<file path="src/soc_pkg.sv">
package soc_pkg;

  ////////////////////////////////////////
  // system sizes and clock
  ////////////////////////////////////////

  localparam int NUM_UARTS = 2;
  localparam logic [31:0] SYSTEM_CLK = 32'd50_000_000;

  localparam int RAM_WORDS = 256;
  localparam logic [31:0] RAM_BYTES = 32'(RAM_WORDS * 4);
  localparam int RAM_AW = $clog2(RAM_WORDS);

  ////////////////////////////////////////
  // address map
  ////////////////////////////////////////

  // inclusive on both ends
  localparam logic [31:0] IO_START = 32'h1000_0000;
  localparam logic [31:0] IO_END = 32'h1200_0000;

  localparam logic [31:0] UART_BASE = 32'h1000_0000;
  localparam logic [31:0] UART_STRIDE = 32'h100;
  localparam logic [7:0] UART_DATA_OFS = 8'h00;
  localparam logic [7:0] UART_LSR_OFS = 8'h04;

  localparam logic [31:0] SYS_BASE = 32'h1100_0000;
  localparam logic [31:0] SYS_SPAN = 32'h100;
  localparam logic [7:0] FREQ_OFS = 8'h00;
  localparam logic [7:0] MEMSIZE_OFS = 8'h04;
  localparam logic [7:0] DIV_OFS = 8'h10;

  // low half is the uart bit period in clocks
  localparam logic [31:0] DIV_RESET = 32'h0010_0008;

  ////////////////////////////////////////
  // uart line status
  ////////////////////////////////////////

  localparam int LSR_DR_BIT = 8;
  localparam int LSR_THRE_BIT = 13;
  localparam int LSR_TEMT_BIT = 14;
  localparam logic [31:0] RX_EMPTY = 32'hFFFF_FFFF;

endpackage

</file>
<file path="src/bus_if.sv">
`timescale 1ns/1ps

interface bus_if;
  logic        valid;
  logic [31:0] addr;
  logic [31:0] wdata;
  logic [3:0]  wstrb;
  logic        ready;
  logic [31:0] rdata;

  // request side, driven by the address decoder
  modport fabric (
    output valid, addr, wdata, wstrb,
    input  ready, rdata
  );

  // one-shot ready, one cycle after valid
  modport target (
    input  valid, addr, wdata, wstrb,
    output ready, rdata
  );
endinterface

</file>
<file path="src/sys_regs.sv">
`timescale 1ns/1ps

module sys_regs (
  input  logic        clk,
  input  logic        resetn,
  bus_if.target       bus,
  output logic [15:0] uart_div_o
);

  logic [31:0] div_q;
  logic [7:0] ofs;
  logic wr;

  assign ofs = bus.addr[7:0];
  assign wr = |bus.wstrb;

  // divider, the only writable register here
  always_ff @(posedge clk) begin
    if (!resetn) begin
      div_q <= soc_pkg::DIV_RESET;
    end else if (bus.valid && wr && ofs == soc_pkg::DIV_OFS) begin
      for (int b = 0; b < 4; b++) begin
        if (bus.wstrb[b]) begin
          div_q[8*b +: 8] <= bus.wdata[8*b +: 8];
        end
      end
    end
  end

  always_ff @(posedge clk) begin
    if (bus.valid) begin
      case (ofs)
        soc_pkg::FREQ_OFS:    bus.rdata <= soc_pkg::SYSTEM_CLK;
        soc_pkg::MEMSIZE_OFS: bus.rdata <= soc_pkg::RAM_BYTES;
        soc_pkg::DIV_OFS:     bus.rdata <= div_q;
        default:              bus.rdata <= 32'h0;
      endcase
    end
  end

  always_ff @(posedge clk) begin
    if (!resetn) begin
      bus.ready <= 1'b0;
    end else begin
      bus.ready <= bus.valid;
    end
  end

  // uart bit period
  assign uart_div_o = div_q[15:0];

endmodule

</file>
<file path="src/flat_wrapper.sv">
// flat-port wrapper written by rule: the top's interface ports become plain ports
module sys_regs_flat 
  (clk, resetn, uart_div_o, bus_valid, bus_addr, bus_wdata, bus_wstrb, bus_ready, bus_rdata);
  bus_if bus_i ();
  input  logic clk;
  input  logic resetn;
  output logic [15:0] uart_div_o;
  input wire logic [$bits(bus_i.valid)-1:0] bus_valid;
  input wire logic [$bits(bus_i.addr)-1:0] bus_addr;
  input wire logic [$bits(bus_i.wdata)-1:0] bus_wdata;
  input wire logic [$bits(bus_i.wstrb)-1:0] bus_wstrb;
  output wire logic [$bits(bus_i.ready)-1:0] bus_ready;
  output wire logic [$bits(bus_i.rdata)-1:0] bus_rdata;
  assign bus_i.valid = bus_valid;
  assign bus_i.addr = bus_addr;
  assign bus_i.wdata = bus_wdata;
  assign bus_i.wstrb = bus_wstrb;
  assign bus_ready = bus_i.ready;
  assign bus_rdata = bus_i.rdata;
  sys_regs u_core (.clk(clk), .resetn(resetn), .bus(bus_i), .uart_div_o(uart_div_o));
endmodule
</file>
<file path="config.mk">
export PLATFORM = sky130hd
export DESIGN_NAME = sys_regs_flat
export DESIGN_NICKNAME = d
export VERILOG_FILES = /design/src/soc_pkg.sv /design/src/bus_if.sv /design/src/sys_regs.sv /design/src/flat_wrapper.sv
export SDC_FILE = /design/constraint.sdc
export NUM_CORES = 1
export LEC_CHECK = 0
export ABC_AREA = 1
export BUFFER_PORTS_ARGS = -buffer_cell sky130_fd_sc_hd__clkbuf_2
export CORE_MARGIN = 2
export CORE_UTILIZATION = 36
export DETAILED_ROUTE_END_ITERATION = 6
export GPL_TIMING_DRIVEN = 0
export SETUP_SLACK_MARGIN = 0.15
export SLEW_MARGIN = 25
export SYNTH_ARGS = -nofsm -noshare
export SYNTH_HDL_FRONTEND = slang
export SYNTH_SLANG_ARGS = --single-unit
export TNS_END_PERCENT = 30
</file>
<file path="constraint.sdc">
create_clock -name clk -period 1.9 [get_ports clk]
set_clock_uncertainty 0.15 [all_clocks]
set_input_delay 0.285 -clock clk [delete_from_list [all_inputs] [get_ports clk]]
set_output_delay 0.285 -clock clk [all_outputs]
set_load 0.05 [all_outputs]
</file>
==> results.py <==
metrics = {
    "sta": {
        "max_freq_mhz": 662.1,
        "fin_ws_ns": 0.3896,
        "grt_setup_unrepaired": "false",
        "final-hold-violation-count": 0,
        "setup_viol_count_final": 0,
        "timing.final.max_slew_violations": 0,
        "maxSlewHeadroom": 0.6145,
        "max_slew.worst_pin.slew_ns": 0.5782,
        "fin_crit_ns": 1.510,
        "timing.final.crit_share": 0.7949,
        "whs_ns": 0.07423,
    },
    "global_routing": {
        "first_global_vias": 2408,
        "grt_first_pass_wirelength_um": 11600,
        "groute.layer.met2.usage": 0.2596,
        "initial_antenna_violation_count": 0,
        "gr-usage-met3": 0.02601,
        "grtUsageMet1": 0.1984,
        "groute.usage.overall": 0.1560,
        "grt-ovfl-total": 0,
        "grt_busiest_layer": "met2",
        "grt_start_max_net_pins": 35,
    },
    "drt": {
        "dr.first_iter.drc_count": 72,
        "vias_per_cell": 4.195,
        "wirelength_um": 6888,
        "drtAntennaViolNets": 0,
        "firstDrtPassIters": 4,
        "drt_drc_violations_left": 0,
        "post_drt_wl_per_cell_um": 11.77,
        "vias": 2454,
    },
    "placement": {
        "gp_routability_congestion": 0.7888,
        "dp.final_hpwl_um": 4912,
        "io_buffers": 90,
        "dp_slack_ns": -0.3711,
        "placedInstanceArea_um2": 3675,
        "dp_cells": 568,
    },
    "logic_synthesis": {
        "synthesis.area_per_instance_um2": 8.292,
        "synthesis.area_um2": 3093,
        "synth-seq-area-share": 0.5243,
        "synth_largest_type_area_fraction": 0.3107,
        "ys_ff_latch": 65,
        "synth_top_cells_by_area": "sky130_fd_sc_hd__edfxtp_1 (31%), sky130_fd_sc_hd__dfxtp_1 (21%), sky130_fd_sc_hd__inv_1 (12%)",
        "synth.net_count": 444,
        "synth_largest_area_cell": "sky130_fd_sc_hd__edfxtp_1",
        "yosysWarningCount": 0,
        "synth.distinct_cells": 17,
        "syn_inst": 373,
    },
    "die": {
        "std_cell_rows": 33,
        "placeableCoreArea_um2": 8258,
        "initial_core_util": 0.3745,
        "die_height_um": 96.69,
        "floorplan.die_area_um2": 9349,
        "die_width_um": 96.69,
        "design.portCount": 120,
    },
    "setup_path": {
        "setup.worst_path.start_class": "register",
        "timing.critical_path.cells": "buf_4, clkbuf_2",
        "crit_required_ns": 1.46,
        "path_max_fanout": 3,
        "crit_type": "reg -> out",
        "crit_slowest_cell": "sky130_fd_sc_hd__dfxtp_1",
        "slowest_delay_ns": 0.37,
        "critical_path_sink_type": "output port",
        "cp.arrival_ns": 1.08,
    },
    "power_and_ir_drop": {
        "static-leakage-power_uw": 0.001957,
        "design_power_total_uw": 3064,
        "cellPowerDensity_nw_per_um2": 783.3,
        "power.ir.vdd_worst_uv": 353.6,
    },
    "layout": {
        "proportion_of_layout_cells_with_a_drive_suffix_above_1": 0.2917,
        "final_common_cell": "sky130_fd_sc_hd__inv_1",
        "antenna_cells_inserted": 0,
        "layout_common_cells": "sky130_fd_sc_hd__inv_1 (95), sky130_fd_sc_hd__clkbuf_2 (89), sky130_fd_sc_hd__nand2_1 (69)",
        "area_growth_pct": 26.46,
        "final_non_filler_cell_area_um2": 3911,
        "finalNonFillerCells": 585,
        "filler_cell_count_in_the_final_layout": 870,
        "final_net_count": 546,
    },
    "hold_path": {
        "hold_path_class": "in -> reg",
    },
    "clock_network": {
        "cts_buffer_depth": 2,
        "cts_tree": "built",
        "cts-root-buf": "sky130_fd_sc_hd__clkbuf_8",
        "clock_insertion_delay_worst_skew_ns": 0.33,
        "clkTransAtPathRegs_ns": 0.07,
        "cts.sink_count": 65,
        "cts-buffers-inserted": 9,
        "htree_num_levels": 3,
    },
    "job": {
        "max_cap_viol_count": 0,
    },
    "run_status": {
        "outcome": "completed",
    },
}
[power breakdown]
part | switching [uW] | total (uW) | leakage, uW | internal (uW)
registers | 7.01 | 1500 | 0.000596 | 1490
clock network | 497 | 1270 | 0.000108 | 775
logic | 204 | 293 | 0.00125 | 89.6
[routing by layer]
metal,share of wire,up-vias
met3,0.060,16
met5,0,-
li1,-,1321
met2,0.47,76
met4,0.026,0
met1,0.44,1041
[sequential cells by signal (all words and copies together) (netlist names)]
name	flops
u_core.bus.rdata	32
u_core.bus.ready	1
u_core.div_q	32
[worst max-delay path, delay by kind of cell (launching register included)]
kind	cells	cell delay, ns
buf+inv	2	0.38
flops	1	0.37
[what timing repair did]
action                                  4_1_cts  5_1_grt
setup buffers                                 0        1
hold buffers                                  0        0
hold endpoints to repair                      0        0
endpoints found under the setup margin       32        8
resized for setup                             1        0
pin swaps                                     0        0
[stage by stage]
step,setup TNS (ns),utilization
finish,0,0.4736
global route,0,0.4736
CTS,0,0.4712
detailed placement,-11.35,0.4450
global placement,-10.49,0.4450
floorplan,0,-
[worst paths after layout]
check,from,end,slack (ns),depth (start not counted)
hold reg to reg,u_core.div_q[20],u_core.div_q[20],0.33,2
setup reg to reg,u_core.div_q[15],u_core.bus.rdata[15],1.01,2
hold / removal,bus_wdata[20],u_core.div_q[20],0.07,3
setup / recovery,u_core.div_q[3],uart_div_o[3],0.39,2
[synthesized netlist by cell type]
| master | n |
|---|---|
| sky130_fd_sc_hd__nand3_4 | 4 |
| sky130_fd_sc_hd__a21boi_4 | 1 |
| sky130_fd_sc_hd__nor2_4 | 1 |
| sky130_fd_sc_hd__inv_1 | 95 |
| sky130_fd_sc_hd__nor4_1 | 1 |
| sky130_fd_sc_hd__nor2_2 | 3 |
| sky130_fd_sc_hd__buf_6 | 7 |
| sky130_fd_sc_hd__dfxtp_1 | 33 |
| sky130_fd_sc_hd__nor2_1 | 52 |
| sky130_fd_sc_hd__buf_4 | 20 |
| sky130_fd_sc_hd__clkbuf_1 | 5 |
| sky130_fd_sc_hd__o21ai_0 | 11 |
| sky130_fd_sc_hd__nand4_1 | 33 |
| sky130_fd_sc_hd__nand3_1 | 3 |
| sky130_fd_sc_hd__buf_1 | 3 |
| sky130_fd_sc_hd__edfxtp_1 | 32 |
| sky130_fd_sc_hd__nand2_1 | 69 |
[cells by family after synthesis]
| kind of cell | count (synthesis) | synth area share |
|---|---|---|
| DFF | 65 | 0.5243 |
| buffers and inverters | 130 | 0.1990 |
| and+or+nand+nor | 166 | 0.2528 |
| AOI/OAI and AO/OA | 12 | 0.02387 |
[layout make-up]
class                           instances  area, um2  area share
Buffer                                 35      259.0     0.06622
Sequential cell                        65       1622      0.4146
Multi-Input combinational cell        178      855.8      0.2188
Timing Repair Buffer                   91      473.0      0.1209
Inverter                               95      356.6     0.09117
Clock inverter                          3      65.06     0.01663
Tap cell                              105      131.4     0.03359
Clock buffer                           13      148.9     0.03807
(Power assumes the default switching activity.)
