<file path="config.mk">
export PLATFORM = sky130hd
export DESIGN_NAME = uart_port_flat
export DESIGN_NICKNAME = d
export VERILOG_FILES = /design/src/soc_pkg.sv /design/src/bus_if.sv /design/src/uart_tx.sv /design/src/uart_rx.sv /design/src/uart_port.sv /design/src/flat_wrapper.sv
export SDC_FILE = /design/constraint.sdc
export NUM_CORES = 1
export LEC_CHECK = 0
export ABC_AREA = 1
export BUFFER_PORTS_ARGS = -buffer_cell sky130_fd_sc_hd__buf_4
export CAP_MARGIN = 20
export CORE_UTILIZATION = 40
export CTS_BUF_LIST = sky130_fd_sc_hd__clkbuf_16
export CTS_CLUSTER_SIZE = 28
export DETAILED_ROUTE_END_ITERATION = 10
export HOLD_SLACK_MARGIN = 0.03
export PLACE_DENSITY = 0.66
export SKIP_CTS_REPAIR_TIMING = 1
export SYNTH_ARGS = -nofsm -noshare
export SYNTH_HDL_FRONTEND = slang
export SYNTH_HIERARCHICAL = 1
export SYNTH_SLANG_ARGS = --single-unit
</file>
<file path="constraint.sdc">
create_clock -name clk -period 2.3 [get_ports clk]
set_clock_uncertainty 0.1 [all_clocks]
set_input_delay 0.115 -clock clk [delete_from_list [all_inputs] [get_ports clk]]
set_output_delay 0.115 -clock clk [all_outputs]
set_load 0.03 [all_outputs]
</file>
<file path="src/soc_pkg.sv">
package soc_pkg;

  ////////////////////////////////////////
  // system sizes and clock
  ////////////////////////////////////////

  localparam int NUM_UARTS = 2;
  localparam logic [31:0] SYSTEM_CLK = 32'd50_000_000;

  localparam int RAM_WORDS = 256;
  localparam logic [31:0] RAM_BYTES = 32'(RAM_WORDS * 4);
  localparam int RAM_AW = $clog2(RAM_WORDS);

  ////////////////////////////////////////
  // address map
  ////////////////////////////////////////

  // inclusive on both ends
  localparam logic [31:0] IO_START = 32'h1000_0000;
  localparam logic [31:0] IO_END = 32'h1200_0000;

  localparam logic [31:0] UART_BASE = 32'h1000_0000;
  localparam logic [31:0] UART_STRIDE = 32'h100;
  localparam logic [7:0] UART_DATA_OFS = 8'h00;
  localparam logic [7:0] UART_LSR_OFS = 8'h04;

  localparam logic [31:0] SYS_BASE = 32'h1100_0000;
  localparam logic [31:0] SYS_SPAN = 32'h100;
  localparam logic [7:0] FREQ_OFS = 8'h00;
  localparam logic [7:0] MEMSIZE_OFS = 8'h04;
  localparam logic [7:0] DIV_OFS = 8'h10;

  // low half is the uart bit period in clocks
  localparam logic [31:0] DIV_RESET = 32'h0010_0008;

  ////////////////////////////////////////
  // uart line status
  ////////////////////////////////////////

  localparam int LSR_DR_BIT = 8;
  localparam int LSR_THRE_BIT = 13;
  localparam int LSR_TEMT_BIT = 14;
  localparam logic [31:0] RX_EMPTY = 32'hFFFF_FFFF;

endpackage

</file>
<file path="src/bus_if.sv">
`timescale 1ns/1ps

interface bus_if;
  logic        valid;
  logic [31:0] addr;
  logic [31:0] wdata;
  logic [3:0]  wstrb;
  logic        ready;
  logic [31:0] rdata;

  // request side, driven by the address decoder
  modport fabric (
    output valid, addr, wdata, wstrb,
    input  ready, rdata
  );

  // one-shot ready, one cycle after valid
  modport target (
    input  valid, addr, wdata, wstrb,
    output ready, rdata
  );
endinterface

</file>
<file path="src/uart_tx.sv">
`timescale 1ns/1ps

module uart_tx (
  input  logic        clk,
  input  logic        resetn,
  input  logic        start_i,
  input  logic [7:0]  data_i,
  input  logic [15:0] div_i,
  output logic        busy_o,
  output logic        tx_o
);

  logic busy_q, tx_q, bit_end;
  logic [15:0] cnt;
  logic [3:0] bitn;
  // data bits then the stop bit
  logic [8:0] shreg;

  assign bit_end = cnt == (div_i - 16'd1);

  always_ff @(posedge clk) begin
    if (!resetn) begin
      busy_q <= 1'b0;
      tx_q <= 1'b1;
      cnt <= 16'd0;
      bitn <= 4'd0;
    end else if (!busy_q) begin
      if (start_i) begin
        busy_q <= 1'b1;
        tx_q <= 1'b0;
        cnt <= 16'd0;
        bitn <= 4'd0;
      end
    end else if (bit_end) begin
      cnt <= 16'd0;
      if (bitn == 4'd9) begin
        busy_q <= 1'b0;
        tx_q <= 1'b1;
      end else begin
        tx_q <= shreg[0];
        bitn <= bitn + 4'd1;
      end
    end else begin
      cnt <= cnt + 16'd1;
    end
  end

  // lsb first, ones shifted in behind
  always_ff @(posedge clk) begin
    if (!busy_q && start_i) begin
      shreg <= {1'b1, data_i};
    end else if (busy_q && bit_end) begin
      shreg <= {1'b1, shreg[8:1]};
    end
  end

  assign busy_o = busy_q;
  assign tx_o = tx_q;

  a_idle_high: assert property (@(posedge clk) disable iff (!resetn) !busy_o |-> tx_o);

endmodule

</file>
<file path="src/uart_rx.sv">
`timescale 1ns/1ps

module uart_rx (
  input  logic        clk,
  input  logic        resetn,
  input  logic        rx_i,
  input  logic [15:0] div_i,
  output logic        byte_valid_o,
  output logic [7:0]  byte_o
);

  typedef enum logic [1:0] {S_IDLE, S_START, S_DATA, S_STOP} rx_state_t;

  rx_state_t state;
  logic rx_meta, rx_sync, rx_prev, valid_q;
  logic [15:0] cnt, half_end, bit_end;
  logic [2:0] bitn;
  logic [7:0] shreg;

  // two-flop synchronizer plus edge history
  always_ff @(posedge clk) begin
    if (!resetn) begin
      rx_meta <= 1'b1;
      rx_sync <= 1'b1;
      rx_prev <= 1'b1;
    end else begin
      rx_meta <= rx_i;
      rx_sync <= rx_meta;
      rx_prev <= rx_sync;
    end
  end

  assign half_end = {1'b0, div_i[15:1]} - 16'd1;
  assign bit_end = div_i - 16'd1;

  always_ff @(posedge clk) begin
    if (!resetn) begin
      state <= S_IDLE;
      cnt <= 16'd0;
      bitn <= 3'd0;
      valid_q <= 1'b0;
    end else begin
      valid_q <= 1'b0;
      cnt <= cnt + 16'd1;
      case (state)
        S_IDLE: begin
          cnt <= 16'd0;
          if (rx_prev && !rx_sync) state <= S_START;
        end
        // middle of start bit, reject glitches
        S_START: if (cnt == half_end) begin
          cnt <= 16'd0;
          bitn <= 3'd0;
          state <= rx_sync ? S_IDLE : S_DATA;
        end
        S_DATA: if (cnt == bit_end) begin
          cnt <= 16'd0;
          bitn <= bitn + 3'd1;
          if (bitn == 3'd7) state <= S_STOP;
        end
        S_STOP: if (cnt == bit_end) begin
          state <= S_IDLE;
          valid_q <= rx_sync;
        end
        default: state <= S_IDLE;
      endcase
    end
  end

  always_ff @(posedge clk) begin
    if (state == S_DATA && cnt == bit_end) begin
      shreg <= {rx_sync, shreg[7:1]};
    end
  end

  assign byte_valid_o = valid_q;
  assign byte_o = shreg;

endmodule

</file>
<file path="src/uart_port.sv">
`timescale 1ns/1ps

module uart_port (
  input  logic        clk,
  input  logic        resetn,
  bus_if.target       bus,
  input  logic [15:0] div_i,
  output logic        tx_o,
  input  logic        rx_i
);

  logic wr, is_data, is_lsr, tx_start, tx_busy, rx_pop;
  logic byte_valid, rx_full;
  logic [7:0] rx_byte_in, rx_byte;
  logic [31:0] lsr;

  assign wr = |bus.wstrb;
  assign is_data = bus.addr[7:0] == soc_pkg::UART_DATA_OFS;
  assign is_lsr = bus.addr[7:0] == soc_pkg::UART_LSR_OFS;

  // writes while busy are acked and lost
  assign tx_start = bus.valid && wr && is_data;
  assign rx_pop = bus.valid && !wr && is_data;

  uart_tx u_tx (
    .clk    (clk),
    .resetn (resetn),
    .start_i(tx_start),
    .data_i (bus.wdata[7:0]),
    .div_i  (div_i),
    .busy_o (tx_busy),
    .tx_o   (tx_o)
  );

  uart_rx u_rx (
    .clk         (clk),
    .resetn      (resetn),
    .rx_i        (rx_i),
    .div_i       (div_i),
    .byte_valid_o(byte_valid),
    .byte_o      (rx_byte_in)
  );

  ////////////////////////////////////////
  // receive holding register
  ////////////////////////////////////////

  always_ff @(posedge clk) begin
    if (!resetn) begin
      rx_full <= 1'b0;
    end else begin
      if (rx_pop) begin
        rx_full <= 1'b0;
      end
      // new byte dropped when full
      if (byte_valid && !rx_full) begin
        rx_full <= 1'b1;
      end
    end
  end

  always_ff @(posedge clk) begin
    if (byte_valid && !rx_full) begin
      rx_byte <= rx_byte_in;
    end
  end

  ////////////////////////////////////////
  // register reads
  ////////////////////////////////////////

  always_comb begin
    lsr = 32'h0;
    lsr[soc_pkg::LSR_DR_BIT] = rx_full;
    lsr[soc_pkg::LSR_THRE_BIT] = !tx_busy;
    lsr[soc_pkg::LSR_TEMT_BIT] = !tx_busy;
  end

  always_ff @(posedge clk) begin
    if (bus.valid) begin
      if (is_data) begin
        bus.rdata <= rx_full ? {24'h0, rx_byte} : soc_pkg::RX_EMPTY;
      end else if (is_lsr) begin
        bus.rdata <= lsr;
      end else begin
        bus.rdata <= 32'h0;
      end
    end
  end

  always_ff @(posedge clk) begin
    if (!resetn) begin
      bus.ready <= 1'b0;
    end else begin
      bus.ready <= bus.valid;
    end
  end

  a_ready_pulse: assert property (@(posedge clk) disable iff (!resetn)
    bus.ready |=> !bus.ready);

endmodule

</file>
<file path="src/flat_wrapper.sv">
// flat-port wrapper written by rule: the top's interface ports become plain ports
module uart_port_flat 
  (clk, resetn, div_i, tx_o, rx_i, bus_valid, bus_addr, bus_wdata, bus_wstrb, bus_ready, bus_rdata);
  bus_if bus_i ();
  input  logic clk;
  input  logic resetn;
  input  logic [15:0] div_i;
  output logic tx_o;
  input  logic rx_i;
  input wire logic [$bits(bus_i.valid)-1:0] bus_valid;
  input wire logic [$bits(bus_i.addr)-1:0] bus_addr;
  input wire logic [$bits(bus_i.wdata)-1:0] bus_wdata;
  input wire logic [$bits(bus_i.wstrb)-1:0] bus_wstrb;
  output wire logic [$bits(bus_i.ready)-1:0] bus_ready;
  output wire logic [$bits(bus_i.rdata)-1:0] bus_rdata;
  assign bus_i.valid = bus_valid;
  assign bus_i.addr = bus_addr;
  assign bus_i.wdata = bus_wdata;
  assign bus_i.wstrb = bus_wstrb;
  assign bus_ready = bus_i.ready;
  assign bus_rdata = bus_i.rdata;
  uart_port u_core (.clk(clk), .resetn(resetn), .bus(bus_i), .div_i(div_i), .tx_o(tx_o), .rx_i(rx_i));
endmodule
</file>
==> results of run 1 <==
==> metal layers <==
metal | track usage | up-vias
met5 | 0 | -
met4 | 0.0565 | 0
met3 | 0.0424 | 10
met2 | 0.303 | 67
met1 | 0.238 | 2375
li1 | - | 2829
==> cell type report <==
cell class | count | area [um^2]
Clock buffer | 9 | 225
Clock inverter | 7 | 51.3
Fill cell | 1459 | 7170
Inverter | 111 | 419
Multi-Input combinational cell | 624 | 3190
Sequential cell | 84 | 2030
Tap cell | 180 | 225
Timing Repair Buffer | 101 | 786
==> synthesized netlist by cell type (2+ instances only) <==
cell / instances
a21oi_1: 21
buf_2: 3
buf_4: 22
buf_6: 3
clkbuf_1: 5
clkinv_1: 3
dfxtp_1: 49
edfxtp_1: 35
ha_1: 9
inv_1: 106
nand2_1: 255
nand2_2: 7
nand2_4: 3
nand3_1: 63
nand3_2: 2
nand3b_1: 8
nand4_1: 26
nor2_1: 106
nor2_2: 12
nor2_4: 9
nor3_1: 9
nor3b_1: 2
nor4_1: 2
nor4_2: 2
o211ai_1: 2
o21ai_0: 15
or2_2: 9
xnor2_1: 24
xor2_1: 31
==> logic make-up (layout without fill, tap and decap cells) <==
group,Yosys count,in the layout,synth area share
adder cells (fa/ha/maj),9,9,0.0192
buffers and inverters,145,228,0.112
AND/OR/NAND/NOR,519,519,0.404
XOR/XNOR,55,55,0.0820
flip-flops,84,84,0.346
AO/OA/AOI/OAI,41,41,0.0371
==> how the worst max path moves through the flow <==
stage,from,end
after floorplan,div_i[0],u_core/u_tx/shreg[0]
after global placement,div_i[1],u_core/u_rx/cnt[6]
after detailed placement,div_i[1],u_core/u_rx/cnt[5]
after CTS,u_core/u_tx/cnt[0],u_core/u_tx/cnt[14]
after global routing,u_core/u_rx/cnt[1],u_core/u_rx/cnt[14]
final,u_core/u_rx/cnt[4],u_core/u_rx/byte_o[7]
==> metrics by stage <==
stage / setup WS, ns / instances / util / TNS [ns] / cell area, um^2
6_report: 0.219 / 1116 / 0.492 / 0 / 6930
5_1_grt: 0.00335 / 1116 / 0.492 / 0 / 6930
4_1_cts: 0.169 / 1105 / 0.483 / 0 / 6810
3_5_place_dp: -0.00517 / 1089 / 0.464 / -0.0207 / 6540
3_3_place_gp: 0.0248 / 1089 / 0.464 / 0 / 6540
2_1_floorplan: 0.278 / 853 / - / 0 / 5870
==> registers in the layout (all words and copies together), names as in the netlist, 3 cells and up, named ones only <==
name / flops
u_core/u_rx/cnt: 16
u_core/u_tx/cnt: 16
u_core/bus.rdata: 11
u_core/rx_byte: 8
u_core/u_rx/byte_o: 8
u_core/u_tx/shreg: 8
u_core/u_tx/bitn: 4
u_core/u_rx/bitn: 3
==> worst min-delay path, delay by kind of cell <==
kind | cells | cell delay (ns)
and+or+nand+nor | 5 | 0.24
AOI/OAI and AO/OA | 1 | 0.10
buffers and inverters | 1 | 0.08
==> power by group through the flow <==
stage               clock (mW)  combinational (mW)  sequential [mW]
floorplan                    0               0.289             1.62
global placement             0               0.462             1.61
detailed placement           0               0.466             1.61
CTS                       1.39               0.467             1.58
global route              1.45               0.533             1.58
finish                    1.34               0.481             1.58
==> results.yml, run 1 <==
place:
  hpwl_um: 10300
  port-buffer-count: 73
  gp_congestion: 0.886
critical_path:
  ff2ff_setup_slack_ns: 0.22
  crit_arrival_ns: 2.00
  slowest_stage: "dfxtp_1"
  cpMostUsedCell: "nand2_1"
  cpPeakStageDelay_ns: 0.42
  path_max_fanout: 8
  rr_endpoint: "u_core/u_rx/byte_o[7]"
  worstRegToRegCells: 10
  critPathLaunchType: "flip-flop"
  crit_buf_inv: 2
  r2r-start: "u_core/u_rx/cnt[4]"
  required_ns: 2.22
  cp_top_family: "simple AND/OR/NAND/NOR gates"
  cp_num_cells: 10
  end_kind: "flip-flop"
  path_cells: "inv_1 -> nand2_1 -> nand2_1 -> nand2_1 -> nand3_1 -> nor2_1 -> nand2_1 -> nor2_2 -> nand4_1 -> inv_1"
  crit_type: "reg -> reg"
timing:
  hold_ws_ns: 0.135
  slew-limit-headroom: 0.623
  finalCriticalPeriod_ns: 2.08
  setup_viol: 0
  period_share: 0.905
  slew_violations: 0
  hold_violations: 0
  tightest_slew_ns: 0.566
  fmax_mhz: 481
  rsz0062_at_grt: "no"
outcome:
  status: "complete, no violations"
grt:
  grt_pass1_wl_um: 21700
  grt_antenna_before_repair: 0
  grt_overflow: 0
  grt_max_degree: 27
  grt_use_total: 0.184
  grt_pass1_vias: 4698
hold_path:
  hold_end: "u_core/rx_full"
  holdPathStages: 7
  hold_class: "in -> reg"
  min_from: "bus_addr[3]"
pwr:
  pwr-share-seq: 0.463
  leakage_nw: 3.25
  power.total_mw: 3.40
  pwr_density_cell_mw_per_mm2: 491
  combinationalPowerShare: 0.141
  switching_share: 0.269
  peakVddDrop_mv: 0.351
  internal-power_mw: 2.48
  power_frac_clock: 0.395
  p_sw_uw: 916
yosys:
  ys_seq_area_frac: 0.346
  synth-seq-cells: 84
  post_synth_num_cell_types: 39
  synth_top_area_frac: 0.179
  synth-edff-count: 35
  ys_warn_count: 6
  synthArstFlopShare: 0
  synth_area_leaders: "edfxtp_1 18%, dfxtp_1 17%, nand2_1 16%"
  synth_flop_cell: "dfxtp_1"
  postSynthAreaPerCell_um2: 6.89
  synth_area_leader_cell: "edfxtp_1"
  syn_nets: 950
  synth_area_mm2: 0.00587
  synth_cells: 853
cts:
  htreeDepth: 3
  clkTransAtPathRegs_ns: 0.06
  cts_max_path_buffers: 2
  cts_root_buffer: "clkbuf_16"
  tritoncts: "yes"
  worstSkewPairLatency_ns: 0.34
  cts_sinks: 84
  numCtsBuffers: 9
die:
  die-width_um: 123
  core.rowCount: 43
  dieArea_mm2: 0.0152
  top_level_ports: 122
  die_y_um: 123
  start_util: 0.417
  coreArea_mm2: 0.0141
finish:
  synthToLayoutAreaGrowth_pct: 18.0
  mostFrequentLayoutCells: "255 x nand2_1, 106 x inv_1, 106 x nor2_1, 90 x buf_4, 63 x nand3_1"
  post_route_cells_drive_above_1_share: 0.167
  final_nets: 1028
  antenna_cells: 0
  final_common_cell: "nand2_1"
route:
  wl_met3_um: 477
  routed.top_layer: "met4"
  drt-total-wl_um: 13300
  drc_errors: 0
  dr_wl_met2_um: 6280
  vias: 5281
  routedWlPerCell_um: 12.0
  wl_met1_um: 6410
  viasPerCell: 4.73
  dr.pass1.iters: 5
  antenna_left: 0
  drt_iter0_drc: 300
run:
  maxCapViolations: 0
(Power assumes the default switching activity.)
==> run 2, diff against run 1 <==
--- a/config.mk
+++ b/config.mk
@@ -13,6 +13,7 @@
 export CTS_CLUSTER_SIZE = 28
 export DETAILED_ROUTE_END_ITERATION = 10
 export HOLD_SLACK_MARGIN = 0.03
+export MAX_ROUTING_LAYER = met4
 export PLACE_DENSITY = 0.66
 export SKIP_CTS_REPAIR_TIMING = 1
 export SYNTH_ARGS = -nofsm -noshare
==> run 2 against run 1 <==
Effect of this change: critical path depth did not move; non-clock buffer count did not move; clock power barely moved; highest routed layer unchanged.
==> results.yml, run 2 (synthesis gave the netlist of run 1 again) <==
cts:
  worstSkewPairLatency_ns: 0.34
  tritoncts: "yes"
  numCtsBuffers: 9
  htreeDepth: 3
  cts_root_buffer: "clkbuf_16"
  clkTransAtPathRegs_ns: 0.06
  cts_sinks: 84
  cts_max_path_buffers: 2
hold_path:
  hold_class: "in -> reg"
die:
  die_y_um: 123
  start_util: 0.417
  coreArea_mm2: 0.0141
  die-width_um: 123
  top_level_ports: 122
  dieArea_mm2: 0.0152
  core.rowCount: 43
route:
  vias: 5283
  antenna_left: 0
  drc_errors: 0
  viasPerCell: 4.73
  dr.pass1.iters: 5
  routedWlPerCell_um: 12.0
  drt_iter0_drc: 326
  drt-total-wl_um: 13300
finish:
  final_common_cell: "nand2_1"
  post_route_cells_drive_above_1_share: 0.167
  reg.largest.list: "u_core/u_rx/cnt: 16 flops, u_core/u_tx/cnt: 16 flops, u_core/bus.rdata: 11 flops"
  design_area_mm2: 0.00693
  mostFrequentLayoutCells: "255 x nand2_1, 106 x inv_1, 106 x nor2_1, 90 x buf_4, 63 x nand3_1"
  synthToLayoutAreaGrowth_pct: 18.0
  final_nets: 1028
  fin_util: 0.492
  antenna_cells: 0
grt:
  grt_overflow: 0
  grt_pass1_wl_um: 21700
  grt_use_total: 0.189
  grt_max_degree: 27
  grt_pass1_vias: 4694
  grt_antenna_before_repair: 0
timing:
  tightest_slew_ns: 0.566
  finalSetupTns_ns: 0
  hold_violations: 0
  period_share: 0.907
  setup_viol: 0
  rsz0062_at_grt: "no"
  finalCriticalPeriod_ns: 2.09
  fmax_mhz: 480
  slew-limit-headroom: 0.623
  hold_ws_ns: 0.136
  slew_violations: 0
pwr:
  combinationalPowerShare: 0.141
  leakage_nw: 3.25
  internal-power_mw: 2.48
  p_sw_uw: 917
  switching_share: 0.270
  peakVddDrop_mv: 0.351
  pwr-share-seq: 0.463
  pwr_density_cell_mw_per_mm2: 491
  power_frac_clock: 0.395
outcome:
  status: "complete, no violations"
critical_path:
  critPathLaunchType: "flip-flop"
  crit_arrival_ns: 2.00
  crit_type: "reg -> reg"
  path_max_fanout: 8
  end_kind: "flip-flop"
  required_ns: 2.22
place:
  port-buffer-count: 73
  dpl-instance-area_mm2: 0.00654
  gp_congestion: 0.901
  hpwl_um: 10300
run:
  maxCapViolations: 0
## run 2: cell counts in the layout (fill, tap and decap cells not counted)
Identical to the previous run, type by type.
## run 2: power by group through the flow
| stage | combinational [mW] | clock (mW) | sequential (mW) |
|---|---|---|---|
| 2_1_floorplan | 0.289 | 0 | 1.62 |
| 3_3_place_gp | 0.462 | 0 | 1.61 |
| 3_5_place_dp | 0.466 | 0 | 1.61 |
| 4_1_cts | 0.467 | 1.39 | 1.58 |
| 5_1_grt | 0.533 | 1.45 | 1.58 |
| 6_report | 0.481 | 1.35 | 1.58 |
## run 2: final cells by class
| class | count | area (um^2) |
|---|---|---|
| well taps | 180 | 225 |
| inverters | 111 | 419 |
| multi-input cells | 624 | 3190 |
| flip-flops and latches | 84 | 2030 |
| repair buffers | 101 | 786 |
| clock inverters | 7 | 51.3 |
| clock buffers | 9 | 225 |
| fillers | 1459 | 7170 |
## run 2: layer usage
metal  track usage  wire [um]  part of all wire  up-vias
met2         0.303       6260              0.47       71
met4        0.0565        175             0.013        0
met3        0.0420        514             0.039       10
li1              -          -                 -     2832
met5             -          0                 0        -
met1         0.239       6400              0.48     2370
## run 2: path summary, 6_finish.rpt
kind | startpoint | endpoint | slack, ns | depth (start not counted)
worst max-delay path | u_core/u_rx/cnt[4] | u_core/u_rx/byte_o[7] | 0.21 | 10
worst max register to register | u_core/u_rx/cnt[4] | u_core/u_rx/byte_o[7] | 0.21 | 10
worst min-delay path | bus_addr[3] | u_core/rx_full | 0.14 | 7
worst min register to register | u_core/u_rx/rx_meta | u_core/u_rx/rx_sync | 0.32 | 1
## run 2: worst max-delay path: stages, from the launching register on
cell and delay (ns):
dfxtp_1 0.42, inv_1 0.12, nand2_1 0.11, nand2_1 0.06, nand2_1 0.06, nand3_1 0.07
nor2_1 0.21, nand2_1 0.09, nor2_2 0.12, nand4_1 0.13, inv_1 0.27
## run 2: through the flow
| step | instances | setup WS [ns] | power (mW) |
|---|---|---|---|
| CTS | 1105 | 0.169 | 3.43 |
| detailed placement | 1089 | -0.00517 | 2.07 |
| global placement | 1089 | 0.0248 | 2.07 |
| finish | 1116 | 0.215 | 3.40 |
| global route | 1116 | 0.00211 | 3.56 |
| floorplan | 853 | 0.278 | 1.91 |
==> run 3, diff against run 2 <==
--- a/config.mk
+++ b/config.mk
@@ -8,13 +8,13 @@
 export ABC_AREA = 1
 export BUFFER_PORTS_ARGS = -buffer_cell sky130_fd_sc_hd__buf_4
 export CAP_MARGIN = 20
-export CORE_UTILIZATION = 40
+export CORE_UTILIZATION = 45
 export CTS_BUF_LIST = sky130_fd_sc_hd__clkbuf_16
 export CTS_CLUSTER_SIZE = 28
 export DETAILED_ROUTE_END_ITERATION = 10
 export HOLD_SLACK_MARGIN = 0.03
 export MAX_ROUTING_LAYER = met4
-export PLACE_DENSITY = 0.66
+export PLACE_DENSITY = 0.73
 export SKIP_CTS_REPAIR_TIMING = 1
 export SYNTH_ARGS = -nofsm -noshare
 export SYNTH_HDL_FRONTEND = slang
==> run 3 against run 2 <==
Effect of this change: via count is essentially flat; non-clock buffer count shrank 3; sequential share of layout area is essentially flat; cell count shrank 0.99%; setup slack gained 0.023 ns; largest cell class unchanged; highest routed layer unchanged.
==> results.yml, run 3 (synthesis gave the netlist of run 1 again) <==
finish:
  final_common_cell: "nand2_1"
  post_route_cells_drive_above_1_share: 0.168
  antenna_cells: 0
  final_nets: 1025
  synthToLayoutAreaGrowth_pct: 18.1
  reg.largest.list: "u_core/u_rx/cnt: 16 flops, u_core/u_tx/cnt: 16 flops, u_core/bus.rdata: 11 flops"
  fin_util: 0.547
  mostFrequentLayoutCells: "255 x nand2_1, 105 x inv_1, 105 x nor2_1, 88 x buf_4, 63 x nand3_1"
run:
  maxCapViolations: 0
route:
  drc_errors: 0
  antenna_left: 0
  drt_iter0_drc: 270
  vias: 5281
  drt-total-wl_um: 13300
  dr.pass1.iters: 5
  viasPerCell: 4.78
  routedWlPerCell_um: 12.1
die:
  core.rowCount: 41
  coreArea_mm2: 0.0127
  die_y_um: 116
  top_level_ports: 122
  die-width_um: 116
  start_util: 0.464
  dieArea_mm2: 0.0135
grt:
  grt_use_total: 0.218
  grt_antenna_before_repair: 0
  grt_max_degree: 27
  grt_pass1_vias: 4883
  grt_overflow: 0
  grt_pass1_wl_um: 22200
pwr:
  power.total_mw: 3.51
  pwr_density_cell_mw_per_mm2: 506
  peakVddDrop_mv: 0.389
  leakage_nw: 3.26
critical_path:
  path_max_fanout: 6
  path_cells: "ha_1 -> nand3_1 -> nor2_1 -> nand2_1 -> nor4_2 -> nand2_1 -> nor2_1 -> inv_1 -> o21ai_0 -> inv_1 -> nor3_1"
  cp_top_family: "simple AND/OR/NAND/NOR gates"
  required_ns: 2.47
  crit_arrival_ns: 2.23
  crit_buf_inv: 2
  cpPeakStageDelay_ns: 0.38
  slowest_stage: "dfxtp_2"
  crit_type: "reg -> reg"
  critPathLaunchType: "flip-flop"
  r2r-start: "u_core/u_rx/cnt[0]"
  end_kind: "flip-flop"
  crit_start: "u_core/u_rx/cnt[0]"
timing:
  hold_violations: 0
  setup_viol: 0
  rsz0062_at_grt: "no"
  finalSetupTns_ns: 0
  period_share: 0.897
  slew_violations: 0
  fmax_mhz: 485
  slew-limit-headroom: 0.591
  tightest_slew_ns: 0.613
  finalCriticalPeriod_ns: 2.06
cts:
  htreeDepth: 3
  clkTransAtPathRegs_ns: 0.06
  numCtsBuffers: 9
  cts_sinks: 84
  cts_max_path_buffers: 2
  cts_root_buffer: "clkbuf_16"
  worstSkewPairLatency_ns: 0.35
  tritoncts: "yes"
hold_path:
  min_from: "resetn"
  hold_class: "in -> reg"
place:
  gp_congestion: 0.907
  hpwl_um: 10000
  port-buffer-count: 73
outcome:
  status: "complete, no violations"
run 3: changes by cell type in the layout (fill, tap and decap cells not counted), sizes merged:
| cell | previous run | this run |
|---|---|---|
| bufinv | 0 | 1 |
| buf | 90 | 88 |
| clkinvlp | 4 | 3 |
| inv | 111 | 110 |
| dlygate4sd3 | 11 | 10 |
| clkinv | 3 | 4 |
run 3: worst paths after layout:
path                            cells after the start                  end  slack, ns
worst max register to register                     11  u_core/u_rx/cnt[12]       0.24
worst max-delay path                               11  u_core/u_rx/cnt[12]       0.24
worst min register to register                      1  u_core/u_rx/rx_sync       0.31
worst min-delay path                                2  u_core/u_rx/rx_prev       0.02
run 3: cell type report:
class / count / area [um^2]
Multi-Input combinational cell: 624 / 3210
Timing Repair Buffer: 98 / 761
Fill cell: 1242 / 5730
Clock buffer: 9 / 225
Clock inverter: 7 / 73.8
Inverter: 111 / 419
Sequential cell: 84 / 2030
Tap cell: 172 / 215
run 3: routing by layer:
layer,part of all wire,global-route usage,vias to the layer above
met5,0,-,-
li1,-,-,2819
met1,0.46,0.266,2329
met2,0.47,0.357,113
met4,0.022,0.0923,0
met3,0.040,0.0353,20
run 3: stage by stage:
stage / instance area, um^2 / worst slack (ns) / hold WS [ns] / cells
2_1_floorplan: 5870 / 0.278 / 0.108 / 853
3_3_place_gp: 6510 / 0.0887 / 0.203 / 1079
3_5_place_dp: 6510 / 0.00993 / 0.205 / 1079
4_1_cts: 6810 / 0.164 / -0.158 / 1095
5_1_grt: 6940 / 0.0184 / 0.0307 / 1105
6_report: 6940 / 0.238 / 0.0228 / 1105
run 3: worst register-to-register path, delay by kind of cell, from the launching register on:
kind | cells | cell delay, ns
buffers and inverters | 2 | 0.13
adder cells (fa/ha/maj) | 1 | 0.20
AO/OA/AOI/OAI | 1 | 0.17
AND/OR/NAND/NOR | 7 | 1.01
flip-flops | 1 | 0.38
run 3: where the power goes:
| group | internal, mW | leakage [nW] | total [mW] | switching, mW |
|---|---|---|---|---|
| clock | 0.844 | 0.136 | 1.45 | 0.611 |
| sequential | 1.56 | 0.728 | 1.58 | 0.0160 |
| combinational | 0.187 | 2.40 | 0.477 | 0.289 |
| total | 2.59 | 3.26 | 3.51 | 0.916 |
